**src/logic/lc3b_pkg.sv**
```systemverilog
package lc3b_pkg;

    // ==============================
    // Data types
    // ==============================

    typedef logic [15:0] lc3b_word;  // Data word or byte address
    typedef logic [2:0]  lc3b_reg;   // Register file index

    // Where the next PC comes from
    typedef enum logic [1:0] {
        pc_src_plus2  = 2'b00,
        pc_src_branch = 2'b01,  // PC-relative target, also used by JSR
        pc_src_reg    = 2'b10,  // Base register for JMP and JSRR
        pc_src_trap   = 2'b11   // Vector word read from the trap table
    } pc_src_e;

    // ==============================
    // Fetch constants
    // ==============================

    localparam lc3b_word PC_RESET = 16'h0000;  // First instruction address
    localparam lc3b_word PC_STEP  = 16'd2;     // Instructions are two bytes wide

    // ==============================
    // Instruction memory
    // ==============================

    localparam int DEFAULT_MEM_WORDS   = 256;
    localparam int DEFAULT_MEM_LATENCY = 2;
    localparam int MAX_MEM_LATENCY     = 7;

    // Wide enough to count up to the largest latency
    localparam int WAIT_BITS = $clog2(MAX_MEM_LATENCY + 1);

endpackage : lc3b_pkg
```
**src/logic/imem_port.sv**
```systemverilog
`timescale 1ns/1ps

module imem_port #(
    parameter int MEM_WORDS   = lc3b_pkg::DEFAULT_MEM_WORDS,
    parameter int MEM_LATENCY = lc3b_pkg::DEFAULT_MEM_LATENCY
) (
    input  logic              clk,
    input  logic              if_stall_count_reset,
    input  logic              read_a,
    input  logic              mem_wr_en,
    input  lc3b_pkg::lc3b_word address_a,
    input  lc3b_pkg::lc3b_word mem_wr_addr,
    input  lc3b_pkg::lc3b_word mem_wr_data,
    output logic              resp_a,
    output lc3b_pkg::lc3b_word rdata_a
);

    import lc3b_pkg::*;

    localparam int ADDR_BITS = $clog2(MEM_WORDS);
    localparam logic [WAIT_BITS-1:0] LATENCY = WAIT_BITS'(MEM_LATENCY);

    lc3b_word             mem [MEM_WORDS];
    lc3b_word             last_addr;
    logic [WAIT_BITS-1:0] wait_count;
    logic [WAIT_BITS-1:0] wait_now;

    // ==============================
    // Storage
    // ==============================

    // Byte addresses come in so bit 0 is dropped
    always_ff @(posedge clk) begin
        if (mem_wr_en) begin
            mem[mem_wr_addr[ADDR_BITS:1]] <= mem_wr_data;
        end
    end

    assign rdata_a = mem[address_a[ADDR_BITS:1]];

    // ==============================
    // Wait state
    // ==============================

    // A new address starts the wait from zero in its first cycle
    assign wait_now = (address_a != last_addr) ? '0 : wait_count;
    assign resp_a   = read_a && (wait_now == LATENCY);

    always_ff @(posedge clk) begin
        if (if_stall_count_reset) begin
            last_addr  <= '0;
            wait_count <= '0;
        end else begin
            last_addr <= address_a;
            if (!read_a || resp_a) begin
                wait_count <= '0;  // Same address waits the full latency again
            end else begin
                wait_count <= wait_now + 1'b1;
            end
        end
    end

    a_resp_is_pulse : assert property (
        @(posedge clk) disable iff (if_stall_count_reset)
        (MEM_LATENCY > 0 && resp_a) |=> !resp_a
    ) else $error("resp_a high in two consecutive cycles");

endmodule : imem_port

```
**config.mk**
```make
export PLATFORM = sky130hd
export DESIGN_NAME = imem_port
export DESIGN_NICKNAME = d
export VERILOG_FILES = /design/src/logic/lc3b_pkg.sv /design/src/logic/imem_port.sv
export SDC_FILE = /design/constraint.sdc
export NUM_CORES = 2
export LEC_CHECK = 0
export BUFFER_PORTS_ARGS = -buffer_cell sky130_fd_sc_hd__buf_2
export CORE_UTILIZATION = 40
export CTS_BUF_LIST = sky130_fd_sc_hd__clkbuf_4 sky130_fd_sc_hd__clkbuf_8
export DETAILED_ROUTE_END_ITERATION = 10
export MAX_ROUTING_LAYER = met4
export PLACE_DENSITY = 0.62
export REMOVE_ABC_BUFFERS = 1
export SLEW_MARGIN = 40
export SYNTH_ARGS = -nofsm -noshare
export SYNTH_HDL_FRONTEND = slang
export SYNTH_SLANG_ARGS = --single-unit
export TNS_END_PERCENT = 50
```
**constraint.sdc**
```tcl
create_clock -name clk -period 8.18 [get_ports clk]
set_input_delay 1.636 -clock clk [delete_from_list [all_inputs] [get_ports clk]]
set_output_delay 1.636 -clock clk [all_outputs]
set_load 0.1 [all_outputs]
```
==> summary.txt <==
Setup path
  • Critical R2R Capture: wait_count[2]$_SDFF_PP0_
  • Worst Path Arrival: 6.09 ns
  • FF-to-FF setup slack: around 6.0 ns
  • Termination of the worst setup path: rdata_a[4]
  • Worst reg2reg path depth: 9
  • Endpoint class of the critical path: output pin
  • Category of the most critical setup path: primary input to output pin
  • Reg-to-reg critical path startpoint: last_addr[3]$_SDFF_PP0_
  • Launching element type of the critical path: primary input
  • Req. time, crit path: approximately 6.5 ns
  • CP max FO: 41
  • Worst setup path startpoint: address_a[2]

Yosys
  • Main flop type after synthesis: edfxtp_1
  • Share of Yosys cell area claimed by the top area cell type: 0.7702
  • Post-synthesis adder-cell area fraction: 0.0001567
  • Share of synthesized cell area in and, or, nand and nor gates: 0.02029
  • Largest family of logic cells by synthesized area: multiplexers
  • Xor and xnor fraction of the mapped netlist area: 0.0008776
  • Proportion of synthesized area in mux cells: 0.1535
  • Top cells by instance count after synthesis: edfxtp_1, mux4_2, mux2i_1, nor2_1, clkbuf_1
  • Number of flops mapped to enable cells by yosys: 4096
  • Async set-reset flop share out of synthesis: 0
  • Warning count from the yosys run: 0
  • Number of distinct library cells after synthesis: 65
  • Main area contributors after synthesis: edfxtp_1, mux4_2, mux2i_1
  • Synthesized area: 159700 um2
  • Sequential cell area fraction in the yosys report: 0.7726
  • Post-Syn Instances: 7441
  • Total of flip-flops plus latches after synthesis: 4115
  • Cell with the most instances after synthesis: edfxtp_1
  • Fraction of the mapped netlist area in compound gates: 0.03442
  • Cell accounting for the most synthesized area: edfxtp_1
  • Mean instance size in the synthesized netlist: ~21 um2

Timing
  • Fin crit period: 7.722 ns
  • Setup TNS Final: 0 ns
  • Maximum achievable frequency: 0.1295 GHz
  • PnR worst setup slack: roughly 0.46 ns
  • Worst Skew: 0.03693 ns
  • Worst-case hold slack: 0.5745 ns
  • Count of endpoints failing setup in the final report: 0
  • Worst-margin pin slew: roughly 0.95 ns
  • Final-report max-slew violation count: 0
  • Slew Limit Headroom: 0.3640
  • Period utilization: 0.9440
  • Hold Fails Final Rpt: 0
  • Setup repair after global routing missed its margin: false

CTS
  • Post-CTS Setup Inserts: 0
  • Hold Buf Count CTS: 0
  • H-tree levels: 6
  • Quantity of gates resized following cts: 0
  • CTS clock-pin slew for the worst setup and hold paths: 0.05 ns
  • Clock tree buffer depth: 4
  • Total clock buffers created by CTS: approximately 650
  • Clock tree from TritonCTS: done
  • Clock tree root buffer cell: clkbuf_8
  • Insertion delay of the later-clocked pin in the worst-skew pair: about 1.2 ns
  • Clk sinks: 4115

Status
  • Run status: completed

Detailed routing
  • Routed wire per std cell: 30.07 um
  • Residual DRC: 0
  • Routed via count: 80209
  • Detail Route Antenna Nets: 0
  • Via-to-Cell Ratio: 5.754
  • First-iteration detailed-routing DRC count: 10198
  • Wire length reported by the detailed router: 419.2 mm
  • Length of the first detailed-routing pass in iterations: 6

Hold path
  • Min-Delay Path Depth: 2
  • Class of the worst hold path: register to register

Global route
  • Global-route usage over all layers: 0.2116
  • Global-route congestion overflow total: 0
  • Vias in the first global route: 79953
  • First-pass GRT wire length: roughly 590 mm
  • Maximum number of pins on one net before global-route repair: 173
  • Number of antenna violations at the first check in global routing: 20

Die
  • Die extent in x: 633.8 um
  • Core area: 396500 um2
  • Total I/O pin count: 69
  • Initial core utilization: 0.4027
  • Die area: 401700 um2
  • Die height: 633.8 um
  • # rows: between 200 and 250

Layout
  • Total of fill cells in the finished design: approximately 33000
  • Share of final-layout standard cells stronger than drive strength 1: 0.3031
  • Final Net Count: ~8000
  • Final cell count without fillers: 13940
  • Area added between synthesis and finish: 13.86%

Power and ir drop
  • Total power consumption of the routed design: 42670 uW
  • Static leakage: 0.05714 uW
  • VDD IR max: ~0.16 mV
  • Power density over the cells: ~230 nW/um2

Place
  • Worst-case setup slack after placement: 0.5402 ns
  • Final weighted congestion in routability-driven placement: 0.9037
  • DP Cell Count: 12751
  • Number of buffers inserted by port buffering: 60
  • Hpwl dp: around 250 mm

Job
  • Number of maximum-capacitance violations: 0
==> cells by family (layout without fill, tap and decap cells) <==
| group | count (synthesis) | after routing |
|---|---|---|
| flip-flops | 4115 | 4115 |
| AND/OR/NAND/NOR | 705 | 705 |
| multiplexers | 1349 | 1349 |
| buffers and inverters | 466 | 1710 |
| adder cells (fa/ha/maj) | 2 | 2 |
| other | 0 | 13 |
| XOR/XNOR | 16 | 16 |
| AO/OA/AOI/OAI | 788 | 788 |
==> worst max-delay path, stage by stage <==
cell,delay [ns]
buf_8,0.35
nand2b_4,0.55
buf_4,0.42
o22ai_1,0.48
o32a_1,0.24
and4_1,0.36
nand4_1,0.27
nor4_2,0.86
buf_4,0.22
nor3b_1,0.21
buf_4,0.20
buf_12,0.18
==> cells in the final DEF (no fill, tap or decap), types with 19 or more instances in the layout <==
cell type / synthesis / layout
clkbuf_8: 4 / 662
a22o_1: 28 / 28
o22ai_1: 144 / 144
mux4_1: 25 / 25
a221o_1: 21 / 21
buf_8: 18 / 19
clkbuf_4: 2 / 212
a221oi_1: 102 / 99
nor2_4: 0 / 45
clkinv_2: 0 / 59
o21ai_0: 107 / 107
edfxtp_1: 4096 / 4096
mux2_2: 141 / 141
mux2i_1: 350 / 350
nand3_1: 26 / 20
a22oi_1: 72 / 72
nor2b_1: 23 / 22
nor2_1: 333 / 262
dfxtp_1: 19 / 19
nand2_1: 97 / 93
buf_12: 13 / 63
nor3_1: 113 / 100
a21oi_1: 141 / 141
nand4_1: 29 / 29
clkinv_1: 0 / 166
buf_2: 100 / 24
mux4_2: 833 / 833
nor4_1: 29 / 24
buf_4: 56 / 409
o221ai_1: 87 / 87
nor2_2: 0 / 26
a211oi_1: 47 / 47
==> metal layers <==
layer | up-vias | GRT usage | wire, um
li1 | 33113 | - | -
met1 | 42499 | 0.2829 | 167600
met2 | 3858 | 0.3200 | 197500
met3 | 739 | 0.04800 | 38480
met4 | 0 | 0.07479 | 15560
met5 | - | - | 0
==> power breakdown <==
part	leakage (uW)	switching, uW	internal (uW)
clock	0.00663	8090	8880
combinational	0.0135	1620	833
sequential	0.0370	11.4	23200
==> flip-flops by register name (all words and copies together) (netlist names) <==
signal and count:
last_addr 16, wait_count 3, mem 4096
==> final cells by class <==
class	instances	area, um2	share of cell area
Sequential cell	4115	123400	0.6786
Multi-Input combinational cell	2860	34020	0.1871
Clock buffer	874	10700	0.05886
Tap cell	5242	6559	0.03607
Timing Repair Buffer	539	5251	0.02888
Clock inverter	291	1841	0.01012
Inverter	6	37.54	0.0002064
Antenna cell	13	32.53	0.0001789
==> how the worst min path moves through the flow <==
stage	start	to
2_1_floorplan	wait_count[0]$_SDFF_PP0_	wait_count[0]$_SDFF_PP0_
3_3_place_gp	wait_count[0]$_SDFF_PP0_	wait_count[0]$_SDFF_PP0_
3_5_place_dp	wait_count[0]$_SDFF_PP0_	wait_count[0]$_SDFF_PP0_
4_1_cts	address_a[11]	last_addr[11]$_SDFF_PP0_
5_1_grt	address_a[0]	last_addr[0]$_SDFF_PP0_
6_report	wait_count[0]$_SDFF_PP0_	wait_count[0]$_SDFF_PP0_
==> stage by stage <==
stage	cell area, um2	utilization
floorplan	156800	-
global placement	168400	0.4246
detailed placement	168900	0.4259
CTS	181500	0.4576
global route	181800	0.4585
finish	181800	0.4585
Note: power is estimated with default switching activity, not from simulation.
