--- config.mk ---
export PLATFORM = sky130hd
export DESIGN_NAME = if_datapath
export DESIGN_NICKNAME = d
export VERILOG_FILES = /design/src/logic/lc3b_pkg.sv /design/src/logic/if_datapath.sv /design/src/logic/instr_reg.sv /design/src/logic/pc_select.sv
export SDC_FILE = /design/constraint.sdc
export NUM_CORES = 1
export LEC_CHECK = 0
export ABC_AREA = 1
export ABC_CLOCK_PERIOD_IN_PS = 1300
export CORE_MARGIN = 2
export CORE_UTILIZATION = 57
export CTS_CLUSTER_DIAMETER = 80
export DETAILED_ROUTE_END_ITERATION = 16
export DONT_BUFFER_PORTS = 1
export MAX_ROUTING_LAYER = met4
export PLACE_DENSITY_LB_ADDON = 0.3
export SETUP_SLACK_MARGIN = 0.02
export SLEW_MARGIN = 20
export SYNTH_ARGS = -nofsm -noshare
export SYNTH_HDL_FRONTEND = slang
export SYNTH_SLANG_ARGS = --single-unit
--- constraint.sdc ---
create_clock -name clk -period 1.3 [get_ports clk]
set_input_delay 0.26 -clock clk [delete_from_list [all_inputs] [get_ports clk]]
set_output_delay 0.26 -clock clk [all_outputs]
set_load 0.05 [all_outputs]
--- src/logic/lc3b_pkg.sv ---
package lc3b_pkg;

    // ==============================
    // Data types
    // ==============================

    typedef logic [15:0] lc3b_word;  // Data word or byte address
    typedef logic [2:0]  lc3b_reg;   // Register file index

    // Where the next PC comes from
    typedef enum logic [1:0] {
        pc_src_plus2  = 2'b00,
        pc_src_branch = 2'b01,  // PC-relative target, also used by JSR
        pc_src_reg    = 2'b10,  // Base register for JMP and JSRR
        pc_src_trap   = 2'b11   // Vector word read from the trap table
    } pc_src_e;

    // ==============================
    // Fetch constants
    // ==============================

    localparam lc3b_word PC_RESET = 16'h0000;  // First instruction address
    localparam lc3b_word PC_STEP  = 16'd2;     // Instructions are two bytes wide

    // ==============================
    // Instruction memory
    // ==============================

    localparam int DEFAULT_MEM_WORDS   = 256;
    localparam int DEFAULT_MEM_LATENCY = 2;
    localparam int MAX_MEM_LATENCY     = 7;

    // Wide enough to count up to the largest latency
    localparam int WAIT_BITS = $clog2(MAX_MEM_LATENCY + 1);

endpackage : lc3b_pkg
--- src/logic/if_datapath.sv ---
`timescale 1ns/1ps

module if_datapath (
    input  logic              clk,
    input  logic              if_stall_count_reset,
    input  logic              resp_a,
    input  logic              stall,
    input  logic              flush,
    input  logic              br_en,
    input  logic              trap_en,
    input  logic              jmp_jsr_en,
    input  logic              b11,
    input  lc3b_pkg::lc3b_word rdata_a,
    input  lc3b_pkg::lc3b_word pc_br_in,
    input  lc3b_pkg::lc3b_word sr1_data_in,
    input  lc3b_pkg::lc3b_word trap_mem,
    output lc3b_pkg::lc3b_word pc_out,
    output lc3b_pkg::lc3b_word instruction,
    output lc3b_pkg::lc3b_word if_stall_count,
    output lc3b_pkg::lc3b_word address_a,
    output logic              read_a,
    output logic              instr_valid,
    output lc3b_pkg::lc3b_reg  src1,
    output lc3b_pkg::lc3b_reg  src2,
    output lc3b_pkg::lc3b_reg  dest
);

    import lc3b_pkg::*;

    lc3b_word pc_next;
    logic     pc_load;
    logic     ir_load;
    logic     ir_stall;

    pc_select u_pc_select (
        .resp_a      (resp_a),
        .stall       (stall),
        .br_en       (br_en),
        .trap_en     (trap_en),
        .jmp_jsr_en  (jmp_jsr_en),
        .b11         (b11),
        .pc_out      (pc_out),
        .pc_br_in    (pc_br_in),
        .sr1_data_in (sr1_data_in),
        .trap_mem    (trap_mem),
        .pc_load     (pc_load),
        .pc_next     (pc_next)
    );

    // ==============================
    // PC and memory request
    // ==============================

    always_ff @(posedge clk) begin
        if (if_stall_count_reset) begin
            pc_out <= PC_RESET;
        end else if (pc_load) begin
            pc_out <= pc_next;
        end
    end

    assign read_a    = 1'b1;   // Fetch always wants the word at the PC
    assign address_a = pc_out;

    // ==============================
    // Instruction register
    // ==============================

    // Capture only a response that the PC also steps past
    assign ir_load = pc_load && resp_a && !stall && !flush;

    instr_reg u_instr_reg (
        .clk                  (clk),
        .if_stall_count_reset (if_stall_count_reset),
        .load                 (ir_load),
        .resp                 (resp_a),
        .flush                (flush),
        .in                   (rdata_a),
        .instruction          (instruction),
        .instr_valid          (instr_valid),
        .ir_stall             (ir_stall),
        .dest                 (dest),
        .src1                 (src1),
        .src2                 (src2)
    );

    // Counts every edge with no valid instruction and wraps at 16 bits
    always_ff @(posedge clk) begin
        if (if_stall_count_reset) begin
            if_stall_count <= '0;
        end else if (ir_stall) begin
            if_stall_count <= if_stall_count + 16'd1;
        end
    end

    a_count_holds : assert property (
        @(posedge clk) disable iff (if_stall_count_reset)
        !ir_stall |=> $stable(if_stall_count)
    ) else $error("Stall counter moved while the IR held a valid instruction");

endmodule : if_datapath

--- src/logic/instr_reg.sv ---
`timescale 1ns/1ps

module instr_reg (
    input  logic              clk,
    input  logic              if_stall_count_reset,
    input  logic              load,
    input  logic              resp,
    input  logic              flush,
    input  lc3b_pkg::lc3b_word in,
    output lc3b_pkg::lc3b_word instruction,
    output logic              instr_valid,
    output logic              ir_stall,
    output lc3b_pkg::lc3b_reg  dest,
    output lc3b_pkg::lc3b_reg  src1,
    output lc3b_pkg::lc3b_reg  src2
);

    // ==============================
    // Word and valid bit
    // ==============================

    always_ff @(posedge clk) begin
        if (if_stall_count_reset) begin
            instruction <= '0;
            instr_valid <= 1'b0;
        end else if (load) begin
            instruction <= in;
            instr_valid <= 1'b1;
        end else if (flush || resp) begin
            instr_valid <= 1'b0;  // Flushed or the response was not taken
        end
    end

    // No valid instruction means the stage is stalling
    assign ir_stall = !instr_valid;

    // ==============================
    // Register fields
    // ==============================

    assign dest = instruction[11:9];
    assign src1 = instruction[8:6];
    assign src2 = instruction[2:0];  // Only meaningful in register mode

    // A flush that is not overridden by a load must empty the register
    a_flush_clears_valid : assert property (
        @(posedge clk) disable iff (if_stall_count_reset)
        (flush && !load) |=> !instr_valid
    ) else $error("instr_valid still high after a flush");

endmodule : instr_reg

--- src/logic/pc_select.sv ---
`timescale 1ns/1ps

module pc_select (
    input  logic              resp_a,
    input  logic              stall,
    input  logic              br_en,
    input  logic              trap_en,
    input  logic              jmp_jsr_en,
    input  logic              b11,
    input  lc3b_pkg::lc3b_word pc_out,
    input  lc3b_pkg::lc3b_word pc_br_in,
    input  lc3b_pkg::lc3b_word sr1_data_in,
    input  lc3b_pkg::lc3b_word trap_mem,
    output logic              pc_load,
    output lc3b_pkg::lc3b_word pc_next
);

    import lc3b_pkg::*;

    pc_src_e  pc_src;
    lc3b_word pc_plus2;

    assign pc_plus2 = pc_out + PC_STEP;

    // ==============================
    // Source priority
    // ==============================

    always_comb begin
        if (br_en) begin
            pc_src = pc_src_branch;
        end else if (trap_en) begin
            pc_src = pc_src_trap;
        end else if (jmp_jsr_en && b11) begin
            pc_src = pc_src_branch;  // JSR takes the PC-relative target
        end else if (jmp_jsr_en) begin
            pc_src = pc_src_reg;     // JMP, RET and JSRR jump through a register
        end else begin
            pc_src = pc_src_plus2;
        end
    end

    always_comb begin
        case (pc_src)
            pc_src_branch: pc_next = pc_br_in;
            pc_src_reg:    pc_next = sr1_data_in;
            pc_src_trap:   pc_next = trap_mem;
            default:       pc_next = pc_plus2;
        endcase
    end

    // A redirect wins over stall. Otherwise the PC steps only on a response
    assign pc_load = (pc_src != pc_src_plus2) || (resp_a && !stall);

endmodule : pc_select

==> metrics <==
status finished with violations; failing checks negative setup slack; post-synth cell types 31; DR DRC count 0; RSZ-0062 raised after global routing true; cell taking the most area after synthesis dfxtp_1; hold crit path type in -> reg; startpoint types register; Placed Area about 3300 um2; critical path class reg -> reg; minimum clock period about 1.4 ns; DRT antenna net count 0; CP peak stage delay ~0.38 ns; CTS buffer count 5; I/O Buffers 0; Yosys top cell area share approximately 33%; Main synth FF type dfxtp_1; antenna violations before repair 0; dpl hpwl around 5500 um; yosys warns 0; Rel. slew slack 66.5%; Reg clk slew, reported paths around 0.10 ns; Via density between 5 and 6; critical path cell sequence ha_4, nand2_4, nor3_4, nand3_2, o21ai_1, a21oi_1; post-synthesis cell area approximately 3000 um2; Final nets 540; largest net degree at the start of global routing 33; TritonCTS clock tree done; Ant. Diodes 0; max layer used met4; max_cap viols 0; Worst VDD drop 0.645 mV; Slowest-stage cell, CP dfxtp_4; layout cell share with drive strength beyond 1 around 28%; final WL ~7900 um; worst slew pin tran roughly 0.50 ns; clk_lat worst skew a little over 0.3 ns; clk root buf clkbuf_8; CTS Buffer Depth 2; Clock Sink Count slightly below 50; vias in the first global route roughly 2600; routed len/inst roughly 15 um; GPL Wtd Cong slightly above 0.9; WL met2 between 3000 and 4000 um; Hold Vio Cnt, Final 0; Tcrit/Tclk final 106%; Mean Syn Cell Area ~6.7 um2; Worst Path Arrival roughly 1.6 ns; final instance area ~3600 um2; Seq/Total Area, Yosys 33.4%; ranking of synthesized cells by area dfxtp_1, nand2_1, nand3_1; I/O pin total 148; setup violators final 3; H-tree depth 2; final setup margin -0.0766 ns; wl on met1 ~3300 um; total gr overflow 0; Final Skew 0.00750 ns; Crit Path Max Fanout 4; Starting Density 58.3%; Die Y between 70 and 80 um; Crit. End Element register; Yosys reg bits just under 50; Leak about 1.5 nW; Mapped Cells 438; routed vias a little under 3000; TritonRoute pass-1 iters 4; Initial DRC Count about 150; setup TNS -0.206 ns; core area ~5000 um2; Layout area overhead 20.9%; gr usage total a little over a quarter; Post-synth ARST share 0%; total power just under 4 mW; Cell Rows 26; Mapped Nets 513; EDFF count, synth 0; Die W 75.8 um; global-route wire length before repair 11600 um; PD cells between 1000 and 1500 nW/um2; WP data required between 1 and 1.5 ns; fin. max-slew vios 0; max frequency just over 0.7 GHz; met3 wire len around 590 um; die area between 5000 and 6000 um2
==> cells by family (layout without fill, tap and decap cells) <==
| logic type | Yosys count | after routing | synth area share (%) |
|---|---|---|---|
| and+or+nand+nor | 194 | 194 | 30.7 |
| buffers and inverters | 98 | 126 | 17.8 |
| AOI/OAI and AO/OA | 91 | 91 | 16.3 |
| DFF | 49 | 49 | 33.4 |
| xor gates and xnor gates | 3 | 3 | 0.894 |
| adders and majority gates | 2 | 2 | 0.851 |
| other | 1 | 1 | 0.128 |
==> critical path: cells and delay by family (launching register included) <==
kind,cells,cell delay (ns)
DFF,1,0.38
adders and majority gates,1,0.15
and+or+nand+nor,3,0.43
AOI/OAI and AO/OA,2,0.31
==> where the power goes <==
| part | switching, mW | internal (mW) | total, mW |
|---|---|---|---|
| Sequential | 0.129 | 1.58 | 1.71 |
| Clock | 0.525 | 0.628 | 1.15 |
| Combinational | 0.728 | 0.283 | 1.01 |
==> registers in the layout, summed over array words and instances (netlist names) <==
name / count
if_stall_count: 16
u_instr_reg.instr_valid: 1
address_a: 16
u_instr_reg.instruction: 16
==> synthesized netlist by cell type, types with 4 or more instances <==
library cell and n:
nand2_1 86, nor2_1 30, clkbuf_1 5, nor2_4 5, a21oi_1 46, inv_2 4
inv_1 52, buf_4 29, nand3_1 50, o21ai_1 14, buf_6 6, dfxtp_1 49
nand4_1 11, o21ai_0 24
==> per-stage QoR <==
| stage | hold WS, ns | util (%) | instances | setup slack, ns |
|---|---|---|---|---|
| floorplan | 0.329 | - | 438 | -0.0183 |
| global placement | 0.326 | 64.8 | 524 | -0.00475 |
| detailed placement | 0.326 | 64.8 | 524 | 0.000511 |
| CTS | 0.00102 | 68.3 | 534 | -0.0285 |
| global route | 0.00208 | 70.5 | 536 | -0.214 |
| finish | 0.0119 | 70.5 | 536 | -0.0766 |
==> metal layers <==
metal / up-vias / track usage [%]
met5: - / -
met4: 0 / 7.99
met3: 13 / 5.29
met2: 123 / 43.7
met1: 1360 / 33.2
li1: 1460 / -
==> layout make-up <==
type	count	area, um2
fillers	429	1490
repair buffers	62	556
well taps	70	87.6
flip-flops and latches	49	1040
clock buffers	6	82.6
multi-input cells	291	1540
clock inverters	2	36.3
inverters	56	213
==> placed cells by master, fill, tap and decap left out, types with 5 or more instances in the layout <==
master	count
a21oi_1	42
buf_4	47
buf_6	6
clkbuf_8	6
dfxtp_1	21
dfxtp_2	17
dfxtp_4	11
inv_1	50
inv_2	5
nand2_1	84
nand3_1	45
nand3_2	5
nand4_1	11
nor2_1	27
nor2_4	7
o21ai_0	21
o21ai_1	16
==> worst paths after layout <==
check | start | cells past startpoint | end | slack (ns)
setup / recovery | if_stall_count[0] | 6 | if_stall_count[8] | -0.08
hold / removal | if_stall_count_reset | 1 | if_stall_count[4] | 0.01
hold reg to reg | u_instr_reg.instruction[2] | 2 | u_instr_reg.instruction[2] | 0.45
setup reg to reg | if_stall_count[0] | 6 | if_stall_count[8] | -0.08
==> what timing repair did <==
item / CTS / global route
setup endpoints to repair: 11 / 33
hold endpoints to repair: 1 / 4
buffers inserted: 1 / 0
resized for setup: 10 / 27
pin swaps: 1 / 6
hold buffers: 1 / 2
Power figures use the tool's default switching activity.
